File: src/logic/cpuPkg.sv
package cpuPkg;

	// opcodes, six bits wide, NOP must stay at zero
	localparam logic [5:0] NOP   = 6'd0;
	localparam logic [5:0] LDA   = 6'd1;
	localparam logic [5:0] LDB   = 6'd2;
	localparam logic [5:0] LDCA  = 6'd3;
	localparam logic [5:0] LDCB  = 6'd4;
	localparam logic [5:0] STA   = 6'd5;
	localparam logic [5:0] STB   = 6'd6;
	localparam logic [5:0] ADDA  = 6'd7;
	localparam logic [5:0] ADDB  = 6'd8;
	localparam logic [5:0] ADDCA = 6'd9;
	localparam logic [5:0] ADDCB = 6'd10;
	localparam logic [5:0] SUBA  = 6'd11;
	localparam logic [5:0] SUBB  = 6'd12;
	localparam logic [5:0] SUBCA = 6'd13;
	localparam logic [5:0] SUBCB = 6'd14;
	localparam logic [5:0] ANDA  = 6'd15;
	localparam logic [5:0] ANDB  = 6'd16;
	localparam logic [5:0] ANDCA = 6'd17;
	localparam logic [5:0] ANDCB = 6'd18;
	localparam logic [5:0] ORA   = 6'd19;
	localparam logic [5:0] ORB   = 6'd20;
	localparam logic [5:0] ORCA  = 6'd21;
	localparam logic [5:0] ORCB  = 6'd22;
	localparam logic [5:0] ASLA  = 6'd23;
	localparam logic [5:0] ASRA  = 6'd24;

	// one instruction word, constant view and address view
	typedef union packed {
		struct packed {
			logic [5:0] opcode;
			logic [1:0] spare;
			logic [7:0] constant;
		} fmtImm;
		struct packed {
			logic [5:0] opcode;
			logic [9:0] addr;
		} fmtAddr;
	} instrWord;

	typedef enum logic [2:0] {
		aluPass,
		aluAdd,
		aluSub,
		aluAnd,
		aluOr,
		aluShl,
		aluShr
	} aluOpT;

	// bit 0 picks A for operand 1, bit 1 picks B for operand 2
	localparam logic [1:0] selConstants   = 2'b00;
	localparam logic [1:0] selAcumAConstB = 2'b01;
	localparam logic [1:0] selConstAAcumB = 2'b10;
	localparam logic [1:0] selAcumAB      = 2'b11;

	// accumulator load control
	localparam logic [2:0] noLoad = 3'd0;
	localparam logic [2:0] loadA  = 3'd1;
	localparam logic [2:0] loadB  = 3'd2;

	// memory access control
	localparam logic [1:0] memNone  = 2'd0;
	localparam logic [1:0] memRead  = 2'd1;
	localparam logic [1:0] memWrite = 2'd2;

	// credit depths and derived widths
	localparam int INSTR_CREDITS = 2;
	localparam int STORE_CREDITS = 2;
	localparam int INSTR_PTR_W = $clog2(INSTR_CREDITS);
	localparam int INSTR_CNT_W = $clog2(INSTR_CREDITS + 1);
	localparam int STORE_CNT_W = $clog2(STORE_CREDITS + 1);
	localparam int MEM_DEPTH = 1024;

endpackage
File: src/logic/accumulatorBank.sv
module accumulatorBank (
	input  logic clk,
	input  logic rstN,
	input  logic [2:0] load,
	input  logic [7:0] loadData,
	output logic [7:0] accA,
	output logic [7:0] accB
);
	import cpuPkg::*;

	always_ff @(posedge clk) begin
		if (!rstN) begin
			accA <= '0;
			accB <= '0;
		end else begin
			// one destination per instruction, the other one holds
			case (load)
				loadA: accA <= loadData;
				loadB: accB <= loadData;
				default: begin
					accA <= accA;
					accB <= accB;
				end
			endcase
		end
	end

endmodule

File: config.mk
export PLATFORM = sky130hd
export DESIGN_NAME = accumulatorBank
export DESIGN_NICKNAME = d
export VERILOG_FILES = /design/src/logic/cpuPkg.sv /design/src/logic/accumulatorBank.sv
export SDC_FILE = /design/constraint.sdc
export NUM_CORES = 1
export LEC_CHECK = 0
export ABC_AREA = 1
export BUFFER_PORTS_ARGS = -buffer_cell sky130_fd_sc_hd__buf_2
export CAP_MARGIN = 5
export CORE_MARGIN = 2
export CORE_UTILIZATION = 48
export CTS_BUF_LIST = sky130_fd_sc_hd__clkbuf_4
export DETAILED_ROUTE_END_ITERATION = 10
export GPL_TIMING_DRIVEN = 1
export PLACE_DENSITY = 0.8
export SLEW_MARGIN = 30
export SYNTH_ARGS = -nofsm -noshare
export SYNTH_HDL_FRONTEND = slang
export SYNTH_SLANG_ARGS = --single-unit
export TNS_END_PERCENT = 1
File: constraint.sdc
create_clock -name clk -period 0.8 [get_ports clk]
set_input_delay 0.08 -clock clk [delete_from_list [all_inputs] [get_ports clk]]
set_output_delay 0.08 -clock clk [all_outputs]
set_load 0.1 [all_outputs]
==> After elaboration in Yosys (flattened, before gate mapping) <==
Index checks and enable logic that the tools add are counted.
Widths: inputs -> output; s select.
{ "op_classes": {"eq_ne": 2} }
{ "op_table": {"columns": ["operator", "count"], "rows": [
  ["$eq 3x1->1 const B", 1],
  ["$eq 3x2->1 const B", 1]
]} }
{ "totals": {"reg_bits": 16, "word_cells": 4, "output_inout_bits": 16, "in_bits": 13} }

==> Depth between registers and ports, before layout <==
{ "logic_depth": {"word_depth": 1, "ltp_mapped": 6, "ltp_nobuf": 5} }

==> Least setup slack after synthesis <==
Ideal clock, no wire load.
{ "synth_path": {"path_type": "reg2reg", "start": "register accA[3] (netlist name)", "end": "register accA[3]", "synth_period_minus_slack_ns": 1.307, "stages_incl_launch_ff": 5, "required_ns": 0.736, "setup_ns": 0.064, "arrival_time_ns": 1.244, "path_slack_ns": -0.507, "n_path_buf": 0, "cell_sequence": "dfxtp_1 inv_1 nand2_2 nand2_1 nor2_1"} }
{ "synth_rtl": {"columns": ["element", "line_no", "source"], "rows": [
  ["end signal: assignment", "accumulatorBank.sv:18", "loadA: accA <= loadData;"],
  ["end: declaration", "accumulatorBank.sv:6", "output logic [7:0] accA,"]
]} }

==> Worst setup path in the final report <==
{ "layout_path": {"start": "register accA[3]", "end": "output accA[3]"} }
No word-level cell between the ends.

==> flow_summary.json <==
{
  "cap_viol_max_count": 0,
  "crit_buf_inv": 1,
  "areaGrowthSynthToFinish_pct": 62.7,
  "worstPathRequired_ps": 720,
  "synth.largest_area_cell": "dfxtp_1",
  "grt_pass1_wl_um": 2760,
  "fin_crit_ps": 906,
  "syn_avg_cell_area_um2": 6.78,
  "grt_max_degree": 17,
  "ys_seq_elements": 16,
  "power.density_nw_per_um2": 1660,
  "synthCells": 105,
  "pin_count": 29,
  "portBuffers": 28,
  "critPathMaxStageDelay_ps": 370,
  "hold_path_class": "input pin to flop",
  "rows": 13,
  "clockBufferDepth": 2,
  "synth.top_cell.area_share_pct": 45.0,
  "nets": 147,
  "swShare_pct": 36.9,
  "cts.clk_slew.worst_paths_ps": 90,
  "share_comb_of_total_power_pct": 33.8,
  "p_leak_nw": 0.584,
  "cts_hold_buf": 0,
  "layout-drive-gt1-share_pct": 43.2,
  "synth_area_leaders": "dfxtp_1 (45%), nor2_1 (17%), nand2_1 (15%), inv_1 (8.4%), nand3_4 (4.9%)",
  "cts_made_buffers": 3,
  "drc": 0,
  "fillCellCount": 86,
  "crit_arrival_ps": 830,
  "drtIter0Drc": 11,
  "period_share_pct": 113,
  "hold_viol_final": 0,
  "die_w_um": 42.5,
  "status": "finished, violations left",
  "clock-sinks": 16,
  "violations": "negative setup slack",
  "endpoint_kind": "output pin",
  "crit_slowest_cell": "dfxtp_4",
  "cp_max_fo": 2,
  "p_clk_share_pct": 21.4,
  "tightest_slew_ps": 282,
  "ir_drop_uv": 1270,
  "synth.cell_area_um2": 712,
  "grt_remaining_overflow": 0,
  "place_hpwl_um": 1230,
  "p_int_w": 0.00121,
  "fp.coreArea_um2": 1350,
  "first_pass_iters": 4,
  "ant_nets": 0,
  "antenna_found_initial": 0,
  "grt_use_total_pct": 20.0,
  "synth_seq_area_share_pct": 45.0,
  "num_antenna_cells": 0,
  "setup_violations": 16,
  "yosys_warnings": 0,
  "viasPerCell": 4.78,
  "place_congestion": 0.719,
  "vias": 703,
  "cts_htree_levels": 1,
  "critPathLaunchType": "flop",
  "cts_tree": "built",
  "setup_ws_ps": -106,
  "grt_pass1_vias": 693,
  "cp_cell_sequence": "buf_12",
  "root_buffer": "clkbuf_4",
  "hold_ws_ps": 29.8,
  "max_freq_mhz": 1100,
  "initial_core_util_pct": 52.7,
  "pwr-share-seq_pct": 44.8,
  "switching_power_w": 0.000709,
  "path_class": "flop to output pin",
  "clk_latency_ps": 280,
  "skew_ps": 0,
  "rsz0062_at_grt": "true",
  "synthesis.nets": 118,
  "wl_per_cell_um": 10.8,
  "relSlewSlack_pct": 81.2,
  "wl_um": 1590,
  "die_h_um": 42.5,
  "power_w": 0.00192,
  "drv_slew": 0,
  "die_area_um2": 1810,
  "ys_types": 10,
  "crit_family": "flip-flops"
}
==> metrics by stage <==
stage	utilization, %	area [µm²]	setup TNS (ps)	instances	setup slack, ps
after floorplan	-	772	-209	105	-30.7
after global placement	84.2	1140	0	144	43.4
final	85.8	1160	-1560	147	-106
after global routing	85.8	1160	-1880	147	-124
after CTS	85.8	1160	-1660	147	-113
after detailed placement	84.2	1140	-68.6	144	-22.9
==> cells in the mapped netlist, drive strengths merged <==
cell	instances
buf	4
dfxtp	16
inv	19
nand2	32
nand3	2
nor2	32
==> flip-flops by register name, summed over array words and instances (netlist names) <==
| signal | cells |
|---|---|
| accA | 8 |
| accB | 8 |
==> repair_timing <==
item | in CTS | in global routing
pin swaps | 0 | 0
resized for setup | 0 | 0
gates cloned | 0 | 0
setup endpoints to repair | 16 | 16
setup buffers | 0 | 0
==> tightest hold or removal path: cells and delay by family <==
kind                   cells  cell delay [ps]
buffers and inverters      1               90
and+or+nand+nor            2              120
==> area by class of cell <==
type                       instances  area [µm²]  share of cell area [%]
clock buffer                       3        22.5                    1.94
inverter                          19        71.3                    6.16
multi-input combinational         66         285                    24.6
sequential                        16         380                    32.8
tap                               15        18.8                    1.62
timing repair buffer              28         380                    32.8
==> final timing paths <==
| path | slack [ps] | end | startpoint | cells after the start |
|---|---|---|---|---|
| hold reg to reg | 560 | accB[0] | accB[0] | 4 |
| setup / recovery | -110 | accA[3] | accA[3] | 1 |
| hold / removal | 30 | accA[0] | loadData[0] | 3 |
| setup reg to reg | 100 | accB[7] | accB[7] | 4 |
==> power groups by stage <==
stage	Clock, W	Combinational (W)	Sequential, W
2_1_floorplan	0	0.000126	0.00116
3_3_place_gp	0	0.000638	0.000877
3_5_place_dp	0	0.000652	0.000879
4_1_cts	0.000422	0.000655	0.000861
5_1_grt	0.000452	0.000682	0.000865
6_report	0.000411	0.000650	0.000861
==> routing by layer <==
metal	GRT usage, %	routed length [µm]	vias to the layer above
met1	21.9	630	329
li1	-	-	351
met5	0	0	-
met4	11.3	30	0
met3	3.88	74	5
met2	35.4	855	18
==> cell families (layout without fill, tap and decap cells) <==
kind of cell	Yosys count	count (layout)	synth area share (%)
buf+inv	23	50	14.9
simple gates	66	66	40.1
flops	16	16	45.0
==> cells in the final DEF (no fill, tap or decap) <==
master and count:
nor2_1 32, nand3_4 2, inv_1 15, nand2_1 28, clkbuf_4 3, dfxtp_4 16
buf_2 12, buf_12 16, nand2_2 4, inv_2 4
Power figures use the tool's default switching activity.
