### config.mk
export PLATFORM = sky130hd
export DESIGN_NAME = pipeControl
export DESIGN_NICKNAME = d
export VERILOG_FILES = /design/src/logic/cpuPkg.sv /design/src/logic/pipeControl.sv
export SDC_FILE = /design/constraint.sdc
export NUM_CORES = 1
export LEC_CHECK = 0
export BUFFER_PORTS_ARGS = -buffer_cell sky130_fd_sc_hd__buf_2
export CAP_MARGIN = 20
export CORE_AREA = 2 2 39 41
export DETAILED_ROUTE_END_ITERATION = 8
export DIE_AREA = 0 0 41 43
export PLACE_DENSITY = 0.3
export SETUP_SLACK_MARGIN = 0.15
export SLEW_MARGIN = 10
export SYNTH_ARGS = -nofsm -noshare
export SYNTH_HDL_FRONTEND = slang
export SYNTH_SLANG_ARGS = --single-unit
### constraint.sdc
create_clock -name clk -period 2.3 [get_ports clk]
set_input_delay 0.46 -clock clk [delete_from_list [all_inputs] [get_ports clk]]
set_output_delay 0.46 -clock clk [all_outputs]
set_load 0.005 [all_outputs]
### src/logic/cpuPkg.sv
package cpuPkg;

	// opcodes, six bits wide, NOP must stay at zero
	localparam logic [5:0] NOP   = 6'd0;
	localparam logic [5:0] LDA   = 6'd1;
	localparam logic [5:0] LDB   = 6'd2;
	localparam logic [5:0] LDCA  = 6'd3;
	localparam logic [5:0] LDCB  = 6'd4;
	localparam logic [5:0] STA   = 6'd5;
	localparam logic [5:0] STB   = 6'd6;
	localparam logic [5:0] ADDA  = 6'd7;
	localparam logic [5:0] ADDB  = 6'd8;
	localparam logic [5:0] ADDCA = 6'd9;
	localparam logic [5:0] ADDCB = 6'd10;
	localparam logic [5:0] SUBA  = 6'd11;
	localparam logic [5:0] SUBB  = 6'd12;
	localparam logic [5:0] SUBCA = 6'd13;
	localparam logic [5:0] SUBCB = 6'd14;
	localparam logic [5:0] ANDA  = 6'd15;
	localparam logic [5:0] ANDB  = 6'd16;
	localparam logic [5:0] ANDCA = 6'd17;
	localparam logic [5:0] ANDCB = 6'd18;
	localparam logic [5:0] ORA   = 6'd19;
	localparam logic [5:0] ORB   = 6'd20;
	localparam logic [5:0] ORCA  = 6'd21;
	localparam logic [5:0] ORCB  = 6'd22;
	localparam logic [5:0] ASLA  = 6'd23;
	localparam logic [5:0] ASRA  = 6'd24;

	// one instruction word, constant view and address view
	typedef union packed {
		struct packed {
			logic [5:0] opcode;
			logic [1:0] spare;
			logic [7:0] constant;
		} fmtImm;
		struct packed {
			logic [5:0] opcode;
			logic [9:0] addr;
		} fmtAddr;
	} instrWord;

	typedef enum logic [2:0] {
		aluPass,
		aluAdd,
		aluSub,
		aluAnd,
		aluOr,
		aluShl,
		aluShr
	} aluOpT;

	// bit 0 picks A for operand 1, bit 1 picks B for operand 2
	localparam logic [1:0] selConstants   = 2'b00;
	localparam logic [1:0] selAcumAConstB = 2'b01;
	localparam logic [1:0] selConstAAcumB = 2'b10;
	localparam logic [1:0] selAcumAB      = 2'b11;

	// accumulator load control
	localparam logic [2:0] noLoad = 3'd0;
	localparam logic [2:0] loadA  = 3'd1;
	localparam logic [2:0] loadB  = 3'd2;

	// memory access control
	localparam logic [1:0] memNone  = 2'd0;
	localparam logic [1:0] memRead  = 2'd1;
	localparam logic [1:0] memWrite = 2'd2;

	// credit depths and derived widths
	localparam int INSTR_CREDITS = 2;
	localparam int STORE_CREDITS = 2;
	localparam int INSTR_PTR_W = $clog2(INSTR_CREDITS);
	localparam int INSTR_CNT_W = $clog2(INSTR_CREDITS + 1);
	localparam int STORE_CNT_W = $clog2(STORE_CREDITS + 1);
	localparam int MEM_DEPTH = 1024;

endpackage
### src/logic/pipeControl.sv
module pipeControl (
	input  logic clk,
	input  logic rstN,
	input  logic headIsStore,
	input  logic popped,
	input  logic storeCredit,
	input  logic storeValid,
	output logic issueStall,
	output logic instrCredit
);
	import cpuPkg::*;

	logic [STORE_CNT_W-1:0] storeCount;
	logic [STORE_CNT_W-1:0] storeFree;

	// credits left once the store in execute has spent its own
	assign storeFree = storeCount - STORE_CNT_W'(storeValid);
	// hold a store at the head until it can be reported
	assign issueStall = headIsStore && (storeFree == '0);

	always_ff @(posedge clk) begin
		if (!rstN) begin
			storeCount <= STORE_CNT_W'(STORE_CREDITS);
		end else begin
			storeCount <= storeCount - STORE_CNT_W'(storeValid) + STORE_CNT_W'(storeCredit);
		end
	end

	// one credit back per popped instruction, a cycle later
	always_ff @(posedge clk) begin
		if (!rstN) begin
			instrCredit <= 1'b0;
		end else begin
			instrCredit <= popped;
		end
	end

endmodule

[After elaboration in Yosys (flattened, before gate mapping)]
Index checks and enable logic that the tools add are counted.
W data, S select, Z words.
Storage, ports and cells
  register bits: 3
  output and inout bits: 2
  logic and storage cells: 6
Operators by class
  add/sub/neg operators: 2
  reductions and logical operators: 2
Operator list (count)
  $add A2 B1 Y2: 1
  $logic_not A2 Y1: 1
  $sub A2 B1 Y2: 1
  $logic_and A1 B1 Y1: 1

[Depth between registers and ports, before layout]
  depth in word-level cells: 3
  depth in mapped cells: 6
  depth with buffers taken out: 6

[Least setup slack after synthesis]
OpenSTA, ideal clock, no wires.
  path type: input-to-output
  from: in storeValid
  to: out issueStall
  arrival time: 1027 ps
  slack: 813 ps
  stages on the path: 3
  path through: ha_1 -> xnor2_1 -> and3_2
Between the ends
  word-level cells in the longest chain between the ends: 3
Ends and longest elaborated chain
  start, declared: RTL line pipeControl.sv:7  | input logic storeValid,
  $sub A2 B1 Y2: RTL line pipeControl.sv:17  | assign storeFree = storeCount - STORE_CNT_W'(storeValid);
  $logic_not A2 Y1: RTL line pipeControl.sv:19  | assign issueStall = headIsStore && (storeFree == '0);
  $logic_and A1 B1 Y1: RTL line pipeControl.sv:19
  end, declared: RTL line pipeControl.sv:8  | output logic issueStall,
Every way passes these cells.

[Worst setup path in the final report]
Same ends and word-level chain as after synthesis.

==> flow_summary.json <==
{
  "crit_path_frequent_cell": "buf_2",
  "vias_per_cell": 2.95,
  "ant_nets": 0,
  "tritoncts": "yes",
  "synth-simple-area-share_pct": 21.1,
  "insertion_delay_ns": 0.23,
  "rsz0062_at_grt": "no",
  "syn2layout_area_growth_pct": 57.0,
  "min_period_ns": 1.71,
  "drive_gt1_share_pct": 44.0,
  "ys.warnings.count": 0,
  "diodes": 0,
  "p_leak_nw": 0.112,
  "synth_top_family_by_area": "simple AND/OR/NAND/NOR gates",
  "synthCells": 14,
  "fin_crit_sh_pct": 74.2,
  "synthTopCellsByArea": "dfxtp_1 (42%), ha_1 (18%), and2_1 (8.8%)",
  "timing.final.hold_violations": 0,
  "start_util_pct": 10.3,
  "ys_seq_area_share_pct": 42.1,
  "io_buffer_count": 7,
  "synth_cell_types": 9,
  "worstMarginPinSlew_ns": 0.187,
  "critPathCaptureType": "output port",
  "layout_setup_ws_ns": 0.594,
  "outcome": "finished, final reports clean",
  "die_h_um": 43,
  "vias": 121,
  "cts.sinks": 3,
  "fin_area_sq_um": 224,
  "power.density_nw_per_um2": 857,
  "cpMaxStageDelayCell": "xnor2_1",
  "place_area_sq_um": 198,
  "max_slew_margin_pct": 87.4,
  "finalWeightedCongestion": 0.601,
  "yosysTopAreaCell": "dfxtp_1",
  "antenna_found_initial": 0,
  "routed_wl_um": 283,
  "synth_compound_area_share_pct": 0,
  "synth_top_area_share_pct": 42.1,
  "grt_usage_pct": 4.71,
  "grt-ovfl-total": 0,
  "holdCritPathClass": "in2reg",
  "clockRootBuffer": "clkbuf_4",
  "dp.cells": 37,
  "peakVddDrop_v": 0.000253,
  "grt_first_pass_wirelength_um": 414,
  "finalMaxSlewViolations": 0,
  "setup_viol": 0,
  "cp_top_family": "buffers and inverters",
  "fin_nets": 34,
  "syn_avg_cell_area_sq_um": 10.2,
  "ys_ff_latch": 3,
  "post_drt_wl_per_cell_um": 6.90,
  "hpwl_um": 217,
  "post_cts_buffers": 0,
  "cts-hold-fix-buffers": 0,
  "crit_arrival_ns": 1.25,
  "crit_type": "in2out",
  "cts_buffer_depth": 2,
  "core_area_sq_um": 1380,
  "grt_pass1_vias": 98,
  "synth_xor_area_share_pct": 6.14,
  "synth_mux_area_share_pct": 7.89,
  "numCtsBuffers": 3,
  "slowest_delay_ns": 0.20,
  "cts_repair_resize_count": 0,
  "syn-num-nets": 22,
  "num-fill-cells": 162,
  "cts-htree-levels": 1,
  "path_cells": "buf_2, ha_1, xnor2_1, and3_2, buf_2",
  "pre_cts_slack_ns": 0.576,
  "power_mw": 0.192,
  "critical_path_required_ns": 1.84,
  "synth_area_sq_um": 143,
  "timing.fmax_ghz": 0.586,
  "die_x_um": 41,
  "fin_skew_ns": 0.00167,
  "path_clk_slew_ns": 0.03,
  "grt_start_max_net_pins": 5,
  "dieArea_sq_um": 1760,
  "drv_cap": 0,
  "io_pins": 8,
  "crit_fanout": 2,
  "drtIter0Drc": 4,
  "final_cells": 41,
  "fin_tns_setup_ns": 0,
  "cp_num_buf_inv": 2,
  "rows": 14,
  "first_pass_iters": 4,
  "synth-adder-area-share_pct": 17.5,
  "drc": 0,
  "crit_path_start_kind": "input port"
}
==> worst paths after layout <==
check             cells after the start                  endpoint  slack, ns                      from
setup / recovery                      5                issueStall       0.59                storeValid
hold / removal                        2    instrCredit$_SDFF_PN0_       0.43                    popped
setup reg to reg                      6  storeCount[1]$_SDFF_PN1_       0.92  storeCount[0]$_SDFF_PN0_
hold reg to reg                       2  storeCount[1]$_SDFF_PN1_       0.62  storeCount[1]$_SDFF_PN1_
==> power breakdown <==
part           internal (mW)  switching [mW]  total, mW
Combinational         0.0212          0.0148     0.0361
Clock                 0.0651          0.0283     0.0934
Sequential            0.0601         0.00245     0.0626
==> metrics by stage <==
step	hold slack, ns	util [%]
after CTS	0.425	16.2
final	0.434	16.2
after detailed placement	0.613	14.3
after global placement	0.603	14.3
after floorplan	0.580	-
after global routing	0.435	16.2
==> cells by family (layout without fill, tap and decap cells) <==
logic type	Yosys count	after routing
buffers and inverters	2	13
flip-flops	3	3
AND/OR/NAND/NOR	5	5
multiplexers	1	1
XOR/XNOR	1	1
adder cells (fa/ha/maj)	2	2
==> metal layers <==
| layer | GRT usage [%] | up-vias | wire (um) |
|---|---|---|---|
| met4 | 6.00 | 0 | 0 |
| li1 | - | 65 | - |
| met5 | 0 | - | 0 |
| met1 | 3.83 | 46 | 139 |
| met3 | 8.38 | 0 | 52 |
| met2 | 3.13 | 10 | 91 |
==> cell usage in the layout, fill, tap and decap left out <==
cell type / n
ha_1: 2
dfxtp_1: 3
nand2_1: 1
buf_2: 7
clkbuf_4: 3
mux2_1: 1
inv_1: 2
and2_1: 2
xnor2_1: 1
nand2b_1: 1
clkbuf_1: 1
and3_2: 1
==> synth_stat cells <==
library cell  number
and2_1             2
and3_2             1
dfxtp_1            3
ha_1               2
inv_1              2
mux2_1             1
nand2_1            1
nand2b_1           1
xnor2_1            1
==> cell type report <==
cell class              count  area [sq um]  area share, %
clock buffers               4          26.3           11.7
inverters                   2          7.51           3.35
multi-input cells           9          75.1           33.5
flip-flops and latches      3          60.1           26.8
well taps                  16          20.0           8.94
repair buffers              7          35.0           15.6
==> flip-flops by register name (all words and copies together) (netlist names) <==
register     flops
storeCount       2
instrCredit      1
==> worst reg2reg max path, cell delays in order (launching register included) <==
cell and delay, ns:
dfxtp_1 0.29, inv_1 0.04, ha_1 0.28, inv_1 0.05
ha_1 0.18, nand2b_1 0.14, mux2_1 0.29
(Power assumes the default switching activity.)
