**src/logic/cpuPkg.sv**
```systemverilog
package cpuPkg;

	// opcodes, six bits wide, NOP must stay at zero
	localparam logic [5:0] NOP   = 6'd0;
	localparam logic [5:0] LDA   = 6'd1;
	localparam logic [5:0] LDB   = 6'd2;
	localparam logic [5:0] LDCA  = 6'd3;
	localparam logic [5:0] LDCB  = 6'd4;
	localparam logic [5:0] STA   = 6'd5;
	localparam logic [5:0] STB   = 6'd6;
	localparam logic [5:0] ADDA  = 6'd7;
	localparam logic [5:0] ADDB  = 6'd8;
	localparam logic [5:0] ADDCA = 6'd9;
	localparam logic [5:0] ADDCB = 6'd10;
	localparam logic [5:0] SUBA  = 6'd11;
	localparam logic [5:0] SUBB  = 6'd12;
	localparam logic [5:0] SUBCA = 6'd13;
	localparam logic [5:0] SUBCB = 6'd14;
	localparam logic [5:0] ANDA  = 6'd15;
	localparam logic [5:0] ANDB  = 6'd16;
	localparam logic [5:0] ANDCA = 6'd17;
	localparam logic [5:0] ANDCB = 6'd18;
	localparam logic [5:0] ORA   = 6'd19;
	localparam logic [5:0] ORB   = 6'd20;
	localparam logic [5:0] ORCA  = 6'd21;
	localparam logic [5:0] ORCB  = 6'd22;
	localparam logic [5:0] ASLA  = 6'd23;
	localparam logic [5:0] ASRA  = 6'd24;

	// one instruction word, constant view and address view
	typedef union packed {
		struct packed {
			logic [5:0] opcode;
			logic [1:0] spare;
			logic [7:0] constant;
		} fmtImm;
		struct packed {
			logic [5:0] opcode;
			logic [9:0] addr;
		} fmtAddr;
	} instrWord;

	typedef enum logic [2:0] {
		aluPass,
		aluAdd,
		aluSub,
		aluAnd,
		aluOr,
		aluShl,
		aluShr
	} aluOpT;

	// bit 0 picks A for operand 1, bit 1 picks B for operand 2
	localparam logic [1:0] selConstants   = 2'b00;
	localparam logic [1:0] selAcumAConstB = 2'b01;
	localparam logic [1:0] selConstAAcumB = 2'b10;
	localparam logic [1:0] selAcumAB      = 2'b11;

	// accumulator load control
	localparam logic [2:0] noLoad = 3'd0;
	localparam logic [2:0] loadA  = 3'd1;
	localparam logic [2:0] loadB  = 3'd2;

	// memory access control
	localparam logic [1:0] memNone  = 2'd0;
	localparam logic [1:0] memRead  = 2'd1;
	localparam logic [1:0] memWrite = 2'd2;

	// credit depths and derived widths
	localparam int INSTR_CREDITS = 2;
	localparam int STORE_CREDITS = 2;
	localparam int INSTR_PTR_W = $clog2(INSTR_CREDITS);
	localparam int INSTR_CNT_W = $clog2(INSTR_CREDITS + 1);
	localparam int STORE_CNT_W = $clog2(STORE_CREDITS + 1);
	localparam int MEM_DEPTH = 1024;

endpackage
```
**src/logic/exCtrlIf.sv**
```systemverilog
interface exCtrlIf;

	// one decoded instruction, valid for a single execute cycle
	logic valid;
	cpuPkg::aluOpT aluOp;
	logic [1:0] operandSel;
	logic [2:0] accControl;
	logic [1:0] memControl;
	// immediate and memory address payload
	logic [7:0] constant;
	logic [9:0] addr;

	modport decoder (
		output valid, aluOp, operandSel, accControl, memControl, constant, addr
	);

	modport execute (
		input valid, aluOp, operandSel, accControl, memControl, constant, addr
	);

endinterface

```
**src/logic/instrDecoder.sv**
```systemverilog
module instrDecoder (
	input  logic clk,
	input  logic rstN,
	input  logic instrValid,
	input  cpuPkg::instrWord instr,
	input  logic issueStall,
	output logic headIsStore,
	output logic popped,
	exCtrlIf.decoder ctrl
);
	import cpuPkg::*;

	instrWord buffer [INSTR_CREDITS];
	logic [INSTR_PTR_W-1:0] headPtr;
	logic [INSTR_PTR_W-1:0] tailPtr;
	logic [INSTR_CNT_W-1:0] count;
	instrWord head;
	logic [5:0] opcode;
	aluOpT decAluOp;
	logic [1:0] decOperandSel;
	logic [2:0] decAccControl;
	logic [1:0] decMemControl;

	function automatic logic [INSTR_PTR_W-1:0] nextPtr(input logic [INSTR_PTR_W-1:0] ptr);
		if (ptr == INSTR_PTR_W'(INSTR_CREDITS - 1)) begin
			return '0;
		end
		return ptr + 1'b1;
	endfunction

	// buffer storage, written by every valid instruction
	always_ff @(posedge clk) begin
		if (instrValid) begin
			buffer[tailPtr] <= instr;
		end
	end

	always_ff @(posedge clk) begin
		if (!rstN) begin
			headPtr <= '0;
			tailPtr <= '0;
			count <= '0;
		end else begin
			if (instrValid) begin
				tailPtr <= nextPtr(tailPtr);
			end
			if (popped) begin
				headPtr <= nextPtr(headPtr);
			end
			// push and pop together keep the count
			case ({instrValid, popped})
				2'b10: count <= count + 1'b1;
				2'b01: count <= count - 1'b1;
				default: count <= count;
			endcase
		end
	end

	assign head = buffer[headPtr];
	assign opcode = head.fmtImm.opcode;
	assign headIsStore = (count != '0) && (opcode == STA || opcode == STB);
	// pop whenever something waits and the store path is free
	assign popped = (count != '0) && !issueStall;

	always_comb begin
		decAluOp = aluPass;
		decOperandSel = selConstants;
		decAccControl = noLoad;
		decMemControl = memNone;
		// operand routing and destination
		case (opcode)
			LDA: begin
				decAccControl = loadA;
				decMemControl = memRead;
			end
			LDB: begin
				decAccControl = loadB;
				decMemControl = memRead;
			end
			LDCA: decAccControl = loadA;
			LDCB: decAccControl = loadB;
			STA: begin
				decOperandSel = selAcumAConstB;
				decMemControl = memWrite;
			end
			STB: begin
				decOperandSel = selConstAAcumB;
				decMemControl = memWrite;
			end
			ADDA, SUBA, ANDA, ORA: begin
				decOperandSel = selAcumAB;
				decAccControl = loadA;
			end
			ADDB, SUBB, ANDB, ORB: begin
				decOperandSel = selAcumAB;
				decAccControl = loadB;
			end
			// constant stands in for B
			ADDCA, SUBCA, ANDCA, ORCA, ASLA, ASRA: begin
				decOperandSel = selAcumAConstB;
				decAccControl = loadA;
			end
			// constant stands in for A
			ADDCB, SUBCB, ANDCB, ORCB: begin
				decOperandSel = selConstAAcumB;
				decAccControl = loadB;
			end
			default: decAccControl = noLoad;
		endcase
		// alu function
		case (opcode)
			ADDA, ADDB, ADDCA, ADDCB: decAluOp = aluAdd;
			SUBA, SUBB, SUBCA, SUBCB: decAluOp = aluSub;
			ANDA, ANDB, ANDCA, ANDCB: decAluOp = aluAnd;
			ORA, ORB, ORCA, ORCB: decAluOp = aluOr;
			ASLA: decAluOp = aluShl;
			ASRA: decAluOp = aluShr;
			default: decAluOp = aluPass;
		endcase
	end

	// registered control bundle
	always_ff @(posedge clk) begin
		if (!rstN) begin
			ctrl.valid <= 1'b0;
			ctrl.aluOp <= aluPass;
			ctrl.operandSel <= selConstants;
			ctrl.accControl <= noLoad;
			ctrl.memControl <= memNone;
		end else begin
			ctrl.valid <= popped;
			if (popped) begin
				ctrl.aluOp <= decAluOp;
				ctrl.operandSel <= decOperandSel;
				ctrl.accControl <= decAccControl;
				ctrl.memControl <= decMemControl;
			end
		end
	end

	// payload, the two views of the head word
	always_ff @(posedge clk) begin
		if (popped) begin
			ctrl.constant <= head.fmtImm.constant;
			ctrl.addr <= head.fmtAddr.addr;
		end
	end

endmodule

```
**src/flat_wrapper.sv**
```systemverilog
// flat-port wrapper written by rule: the top's interface ports become plain ports
module instrDecoder_flat import cpuPkg::*;
  (clk, rstN, instrValid, instr, issueStall, headIsStore, popped, ctrl_valid, ctrl_aluOp, ctrl_operandSel, ctrl_accControl, ctrl_memControl, ctrl_constant, ctrl_addr);
  exCtrlIf ctrl_i ();
  input  logic clk;
  input  logic rstN;
  input  logic instrValid;
  input  cpuPkg::instrWord instr;
  input  logic issueStall;
  output logic headIsStore;
  output logic popped;
  output wire logic [$bits(ctrl_i.valid)-1:0] ctrl_valid;
  output wire logic [$bits(ctrl_i.aluOp)-1:0] ctrl_aluOp;
  output wire logic [$bits(ctrl_i.operandSel)-1:0] ctrl_operandSel;
  output wire logic [$bits(ctrl_i.accControl)-1:0] ctrl_accControl;
  output wire logic [$bits(ctrl_i.memControl)-1:0] ctrl_memControl;
  output wire logic [$bits(ctrl_i.constant)-1:0] ctrl_constant;
  output wire logic [$bits(ctrl_i.addr)-1:0] ctrl_addr;
  assign ctrl_valid = ctrl_i.valid;
  assign ctrl_aluOp = ctrl_i.aluOp;
  assign ctrl_operandSel = ctrl_i.operandSel;
  assign ctrl_accControl = ctrl_i.accControl;
  assign ctrl_memControl = ctrl_i.memControl;
  assign ctrl_constant = ctrl_i.constant;
  assign ctrl_addr = ctrl_i.addr;
  instrDecoder u_core (.clk(clk), .rstN(rstN), .instrValid(instrValid), .instr(instr), .issueStall(issueStall), .headIsStore(headIsStore), .popped(popped), .ctrl(ctrl_i));
endmodule
```
**config.mk**
```make
export PLATFORM = sky130hd
export DESIGN_NAME = instrDecoder_flat
export DESIGN_NICKNAME = d
export VERILOG_FILES = /design/src/logic/cpuPkg.sv /design/src/logic/exCtrlIf.sv /design/src/logic/instrDecoder.sv /design/src/flat_wrapper.sv
export SDC_FILE = /design/constraint.sdc
export NUM_CORES = 1
export LEC_CHECK = 0
export ABC_AREA = 0
export BUFFER_PORTS_ARGS = -buffer_cell sky130_fd_sc_hd__buf_2
export CORE_UTILIZATION = 58
export CTS_CLUSTER_DIAMETER = 100
export DETAILED_ROUTE_END_ITERATION = 8
export PLACE_DENSITY = 0.86
export SETUP_SLACK_MARGIN = 0.05
export SLEW_MARGIN = 20
export SYNTH_ARGS = -nofsm -noshare
export SYNTH_HDL_FRONTEND = slang
export SYNTH_SLANG_ARGS = --single-unit
```
**constraint.sdc**
```tcl
create_clock -name clk -period 3.8 [get_ports clk]
set_input_delay 0.38 -clock clk [delete_from_list [all_inputs] [get_ports clk]]
set_output_delay 0.38 -clock clk [all_outputs]
set_load 0.01 [all_outputs]
```
# == After elaboration in Yosys (flattened, before gate mapping) ==
# Memory sizes are Yosys's and may differ from the RTL's. A register that Yosys moved wholly into a read port is not among the register bits.
# Index checks and enable logic that the tools add are counted.
# W data, S select, Z words.
# op_classes
addsub,4
n_eq_ne,26
mux,19
reduce_logical,13
# op_table
cell,count
$eq A6 B5 Y1 const B,9
$eq A6 B4 Y1 const B,8
$eq A6 B3 Y1 const B,4
$mux W1,14
$eq A6 B2 Y1 const B,2
$pmux W2 S2,3
$reduce_or A12 Y1,1
$reduce_or A10 Y1,1
$reduce_or A8 Y1,1
$reduce_or A7 Y1,1
$eq A6 B1 Y1 const B,1
$pmux W2 S3,1
$reduce_or A5 Y1,1
$reduce_bool A2 Y1,2
$reduce_or A2 Y1,2
$mux W3,1
$add A1 B1 Y1 const B,2
$add A2 B1 Y2 const B,1
$eq A2 B1 Y1 const B,1
$eq A2 B2 Y1 const B,1
$logic_and A1 B1 Y1,2
$sub A2 B1 Y2 const B,1
$logic_not A1 Y1,1
$logic_or A1 B1 Y1,1
# totals
reg_bits,33
ramBits,32
romBits,96
in_bits,20
out_inout_bits,31
wordCells,74
memories,2
# memory_table
name,words,width,rd,rd_ports_with_merged_regs,write_ports,line,rtl
(name not given),32,3,1,0,0,instrDecoder.sv:111,case (opcode)
u_core.buffer,2,16,1,1,1,instrDecoder.sv:13,instrWord buffer [INSTR_CREDITS];

# == Longest topological paths before layout ==
# Gate-level depths: netlist of the first run.
# depth
depth_word,7
depth_mapped,9
mapped_depth_nobuf,7

# == Worst setup path before layout of the first run ==
# OpenSTA, ideal clock, no wires.
# synth_timing
kind,register to register
startpoint,register u_core.count[0]
endpoint,register u_core.count[1]
setup_time_ns,0.076
t_arrival_ns,1.979
required_time_ns,3.724
slack_ns,1.746
path_stages_with_launch,9
synth_period_minus_slack_ns,2.054
path_cell_list,dfxtp_1 nor2_1 or2_2 buf_2 inv_1 buf_2 ha_1 or3_1 a21boi_0
# synth_between
elab_chain_cells,4
# synth_lines
item,line,rtl
from (decl),instrDecoder.sv:16,logic [INSTR_CNT_W-1:0] count;
from (signal assigned),instrDecoder.sv:52,2'b10: count <= count + 1'b1;
from (signal assigned),instrDecoder.sv:53,2'b01: count <= count - 1'b1;
from (signal assigned),instrDecoder.sv:54,default: count <= count;
$reduce_bool A2 Y1 (*),instrDecoder.sv:63,assign popped = (count != '0) && !issueStall;
$logic_and A1 B1 Y1 (*),instrDecoder.sv:63,
via popped,flat_wrapper.sv:11,output logic popped;
$eq A2 B1 Y1 or $eq A2 B2 Y1 (tied branches),instrDecoder.sv:51,"case ({instrValid, popped})"
$pmux W2 S2 or $reduce_bool A2 Y1 (tied branches),-,
# The timed path passes the listed nets; every way through them passes the cells marked *.
# A chain may end at the register's enable or synchronous reset.

==> results of run 1 <==
[per-layer routing]
metal / up-vias / track usage (%)
li1: 790 / -
met1: 775 / 27.8
met2: 77 / 33.2
met3: 10 / 6.08
met4: 0 / 14.4
met5: - / 0
[cell families (layout without fill, tap and decap cells)]
group	count (synthesis)	in the layout	synth area share, %
DFF	57	57	62.3
AOI/OAI and AO/OA	44	44	11.7
and+or+nand+nor	44	44	9.59
buffers and inverters	19	70	5.24
muxes	17	17	8.69
xor gates and xnor gates	4	4	1.40
adders and majority gates	2	2	0.899
other	1	1	0.150
[state kept, by name, summed over array words and instances (netlist names), named ones only]
| name | cells |
|---|---|
| u_core.ctrl.addr | 10 |
| u_core.ctrl.accControl | 2 |
| u_core.ctrl.operandSel | 2 |
| u_core.count | 2 |
| u_core.buffer | 32 |
| u_core.headPtr | 1 |
| u_core.tailPtr | 1 |
| u_core.ctrl.valid | 1 |
| u_core.ctrl.aluOp | 3 |
| u_core.ctrl.memControl | 2 |
[how the worst min path moves through the flow]
stage                                            to                       from  depth (start not counted)  slack (ns)
after floorplan                     u_core.count[1]            u_core.count[1]                          2        0.46
after global placement    u_core.ctrl.memControl[1]  u_core.ctrl.memControl[1]                          2        0.44
after detailed placement  u_core.ctrl.memControl[1]  u_core.ctrl.memControl[1]                          2        0.46
after CTS                       u_core.buffer[0][7]                   instr[7]                          1        0.23
after global routing           u_core.buffer[1][12]                  instr[12]                          1        0.22
final                          u_core.buffer[1][13]                  instr[13]                          1        0.23
[power breakdown]
group / switching, mW / total [mW] / internal, mW
Clock: 0.218 / 0.446 / 0.228
Combinational: 0.262 / 0.479 / 0.217
Sequential: 0.0630 / 0.830 / 0.767
[cell type report]
class | instances | area (um2) | share of cell area [%]
sequential | 57 | 1560 | 54.5
clock buffer | 11 | 131 | 4.58
timing repair buffer | 52 | 268 | 9.34
multi-input combinational | 112 | 812 | 28.3
clock inverter | 4 | 21.3 | 0.742
tap | 50 | 62.6 | 2.18
inverter | 3 | 11.3 | 0.393
[layout by cell type, fill, tap and decap left out, types with 5 or more instances in the layout]
cell type / count
o21ai_0: 10
dfxtp_1: 15
clkbuf_8: 9
buf_2: 49
and2_1: 5
nand2_1: 6
edfxtp_1: 42
nor2_1: 11
mux2_2: 11
a21oi_1: 9
[critical path: cells and delay by family, from the launching register on]
| family | cells | cell delay (ns) |
|---|---|---|
| xor+xnor | 1 | 0.16 |
| buf+inv | 1 | 0.13 |
| simple gates | 3 | 0.31 |
| flops | 1 | 0.85 |
| mux | 1 | 0.51 |
==> flow_summary.yaml, run 1 <==
cts:
  cts_setup_buffers: 0
  clockBufferDepth: 2
  cts_made_buffers: 9
  ctsResizeCount: 0
  clk_pin_slew_worst_paths_ns: 0.06
  cts_sinks: 57
  cts_root_buffer: "clkbuf_8"
  clock_latency_ns: 0.33
  h-tree-depth: 3
  ctsHoldBuffers: 0
  cts_tree: "yes"
logic_synthesis:
  yosys_register_bits: 57
  synthTopCellsByCount: "42 x edfxtp_1, 15 x dfxtp_1, 11 x mux2_2, 11 x nor2_1, 10 x o21ai_0"
  synth_top_area_share_pct: 50.3
  synth.most_common_cell: "edfxtp_1"
  async_reset_ff_share_pct: 0
  syn_avg_cell_area_um2: 13.3
  syn_area_um2: 2500
  yosysTopAreaCell: "edfxtp_1"
  ys.warnings.count: 0
  yosys-top-cells-area: "edfxtp_1 50%, dfxtp_1 12%, mux2_2 4.9%"
  netlist_instances: 188
  ys_types: 49
  synth_edf_count: 42
  yosys_most_used_dff: "edfxtp_1"
  yosysSeqAreaShare_pct: 62.3
  syn_nets: 209
final_layout:
  fin_area_um2: 2870
  fillCellCount: 287
  area_growth_pct: 14.5
  final_net_count: 256
  num_antenna_cells: 0
  final_layout_size_suffix_gt1_share_pct: 35.6
  postLayoutCoreUtil_pct: 70.2
  fin_cells: 289
critical_path:
  slowest_delay_ns: 0.85
  path_class: "register to output pin"
  path_max_fanout: 18
  worstPathCellList: "mux2i_2, xnor2_1, nor2_1, nand2_1, nor2_1, buf_2"
  start_kind: "register"
  rr_worst_depth: 6
  crit_top_cell: "nor2_1"
  cpMaxStageDelayCell: "dfxtp_1"
  crit_end: "headIsStore"
  r2r-end: "u_core.ctrl.aluOp[2]"
  r2r_setup_slack_ns: 1.60
  crit_path_end_kind: "output pin"
  cp.arrival_ns: 2.28
  cp.required_ns: 3.42
timing:
  whs_ns: 0.234
  fin_crit_sh_pct: 70.1
  setup_viol: 0
  fin_ws_ns: 1.14
  slew_headroom_pct: 45.9
  slew_viol_final: 0
  period_minus_slack_ns: 2.66
  rsz0062_at_grt: "false"
  worst_pin_slew_ns: 0.811
  setup_tns_ns: 0
  clock.fmax_ghz: 0.376
  fin_skew_ns: 0.00692
  hold_viol: 0
routing:
  dr.pass1.iters: 4
  route.vias.total: 1652
  wl_met3_um: 323
  avgViaCountPerCell: 5.72
  drc: 0
  detail-route-antenna-nets: 0
  met2_length_um: 2160
  drt_iter0_drc: 134
  top_layer_used: "met4"
  drt-met1-wl_um: 1980
  wirelength_um: 4560
  wl_per_cell_um: 15.8
placement:
  io_buffers: 49
  gp_congestion: 0.950
  placed_area_um2: 2720
  dpl.cell_count: 274
  pre_cts_slack_ns: 1.49
  hpwl_um: 3160
power:
  peakVddDrop_mv: 0.388
  power_mw: 1.75
  leakagePower_nw: 1.09
  power.density_nw_per_um2: 612
floorplanning:
  num_rows: 23
  core_um2: 4090
  die_h_um: 67.7
  start_util_pct: 61.3
  dieArea_um2: 4590
  io_pins: 51
  die_x_um: 67.7
global_routing:
  grt_usage_pct: 22.1
  grt_max_degree: 22
  gr-total-overflow: 0
  antenna_found_initial: 0
  grt_pass1_vias: 1476
  grt_pass1_wl_um: 6980
hold_path:
  hold_class: "input pin to register"
run:
  drv_cap: 0
status:
  status: "finished, final reports clean"
Power figures use the tool's default switching activity.
==> inputs of run 2 (changes only) <==
CORE_UTILIZATION = 49   (was 58)
PLACE_DENSITY = 0.77   (was 0.86)
clock period = 2.32 ns   (was 3.8 ns; I/O delays follow)
==> run 2 against run 1 <==
Non-clock buffer count is 8 higher. Critical path depth rose by 1. Clock skew is essentially flat. Setup slack got worse by 0.89 ns. Sequential share of layout area decreased by 2.5 points. Hold slack lost 0.14 ns. Via count increased by 1.4%. Utilization down 7.8 points. Routed wire length rose by 6.8%. Die area increased by 18%. Register-to-register slack worse by 1.2 ns. Cell count is 9.0% higher.
==> flow_summary.yaml, run 2 (synthesis gave the netlist of run 1 again) <==
timing:
  period_minus_slack_ns: 2.07
  rsz0062_at_grt: "false"
  setup_viol: 0
  fin_ws_ns: 0.249
  fin_skew_ns: 0.00726
  hold_viol: 0
  slew_headroom_pct: 49.1
  worst_pin_slew_ns: 0.763
  fin_crit_sh_pct: 89.3
  whs_ns: 0.0905
  slew_viol_final: 0
  setup_tns_ns: 0
  clock.fmax_ghz: 0.483
final_layout:
  final_net_count: 264
  num_antenna_cells: 0
  final_layout_size_suffix_gt1_share_pct: 38.7
  regMostFlops: "u_core.buffer"
  top_regs: "u_core.buffer x32, u_core.ctrl.addr x10, u_core.ctrl.aluOp x3"
  seqCellArea_um2: 1560
  fillCellCount: 364
  mostFrequentLayoutCells: "49 x buf_2, 42 x edfxtp_1, 15 x dfxtp_1, 11 x nor2_1, 11 x mux2_2"
  area_growth_pct: 19.9
  largest_reg_flops: 32
  postLayoutCoreUtil_pct: 62.4
  layout_commonest_cell: "buf_2"
  multi_input_area_um2: 821
cts:
  clockBufferDepth: 2
  cts_made_buffers: 9
  clk_pin_slew_worst_paths_ns: 0.06
  ctsHoldBuffers: 0
  cts_tree: "yes"
  h-tree-depth: 3
  clock_latency_ns: 0.33
  cts_root_buffer: "clkbuf_8"
  cts_sinks: 57
routing:
  drc: 0
  drt_iter0_drc: 152
  wl_per_cell_um: 15.4
  wirelength_um: 4860
  dr.pass1.iters: 5
  avgViaCountPerCell: 5.32
  route.vias.total: 1675
  detail-route-antenna-nets: 0
placement:
  gp_congestion: 0.846
  hpwl_um: 3200
  io_buffers: 49
  pre_cts_slack_ns: 0.462
global_routing:
  grt_pass1_vias: 1595
  antenna_found_initial: 0
  grt_max_degree: 28
  grt_pass1_wl_um: 7340
  gr-total-overflow: 0
  grt_usage_pct: 19.0
critical_path:
  cpMaxStageDelayCell: "edfxtp_1"
  crit_path_end_kind: "output pin"
  cp.required_ns: 2.09
  slowest_delay_ns: 0.43
  start_kind: "register"
  path_max_fanout: 6
  worstPathCellList: "nor2_1, a21oi_1, buf_4, nor2_1, nand2_1, nor2_1, buf_2"
  path_class: "register to output pin"
  cp.arrival_ns: 1.84
  crit_top_cell: "nor2_1"
power:
  peakVddDrop_mv: 0.667
  leakagePower_nw: 1.16
  power.density_nw_per_um2: 1030
  power_mw: 3.10
floorplanning:
  die_x_um: 73.5
  dieArea_um2: 5400
  die_h_um: 73.5
  core_um2: 4820
  num_rows: 25
  io_pins: 51
  start_util_pct: 52.0
hold_path:
  hold_class: "input pin to register"
status:
  status: "finished, final reports clean"
run:
  drv_cap: 0
==> run 2: cell types whose count changed in the layout (fill, tap and decap cells not counted), sizes merged <==
| cell | delta |
|---|---|
| buf | +8 |
| bufinv | +1 |
| clkbuf | -1 |
| clkinv | +2 |
| clkinvlp | -1 |
==> run 2: power breakdown <==
part / switching (mW) / total (mW) / internal (mW)
Combinational: 0.495 / 0.913 / 0.418
Clock: 0.379 / 0.868 / 0.489
Sequential: 0.0674 / 1.32 / 1.26
==> run 2: area by class of cell <==
class / count / area share, %
multi-input combinational: 112 / 27.3
clock buffer: 10 / 4.25
timing repair buffer: 60 / 11.3
sequential: 57 / 52.0
tap: 67 / 2.79
clock inverter: 6 / 1.96
inverter: 3 / 0.375
==> run 2: final timing paths <==
check | start | slack (ns) | cells after the start | to
setup / recovery | u_core.buffer[1][14] | 0.25 | 7 | headIsStore
hold / removal | instr[1] | 0.09 | 1 | u_core.buffer[0][1]
setup reg to reg | register | 0.45 | 7 | u_core.ctrl.aluOp[2]
hold reg to reg | u_core.ctrl.memControl[1] | 0.47 | 2 | u_core.ctrl.memControl[1]
==> run 2: routing by layer <==
layer	GRT usage [%]	wire, um	up-vias	part of all wire [%]
met2	31.1	2500	62	51
met3	5.49	352	8	7.2
li1	-	-	810	-
met1	22.2	1930	795	40
met4	11.5	86	0	1.8
met5	0	0	-	0
==> run 2: repair_timing <==
item,CTS,global route
endpoints found under the setup margin,0,1
setup buffers,0,6
gates resized for setup,0,1
endpoints found under the hold margin,0,0
==> run 2: critical path, delay by kind of cell (launching register included) <==
family / cells / cell delay (ns)
flip-flops: 1 / 0.43
buffers and inverters: 2 / 0.30
AND/OR/NAND/NOR: 4 / 0.66
AO/OA/AOI/OAI: 1 / 0.12
==> run 2: per-stage QoR <==
step	cell area, um2	std cells
floorplan	2500	188
global placement	2760	293
detailed placement	2760	293
CTS	2950	309
global route	3000	315
finish	3000	315
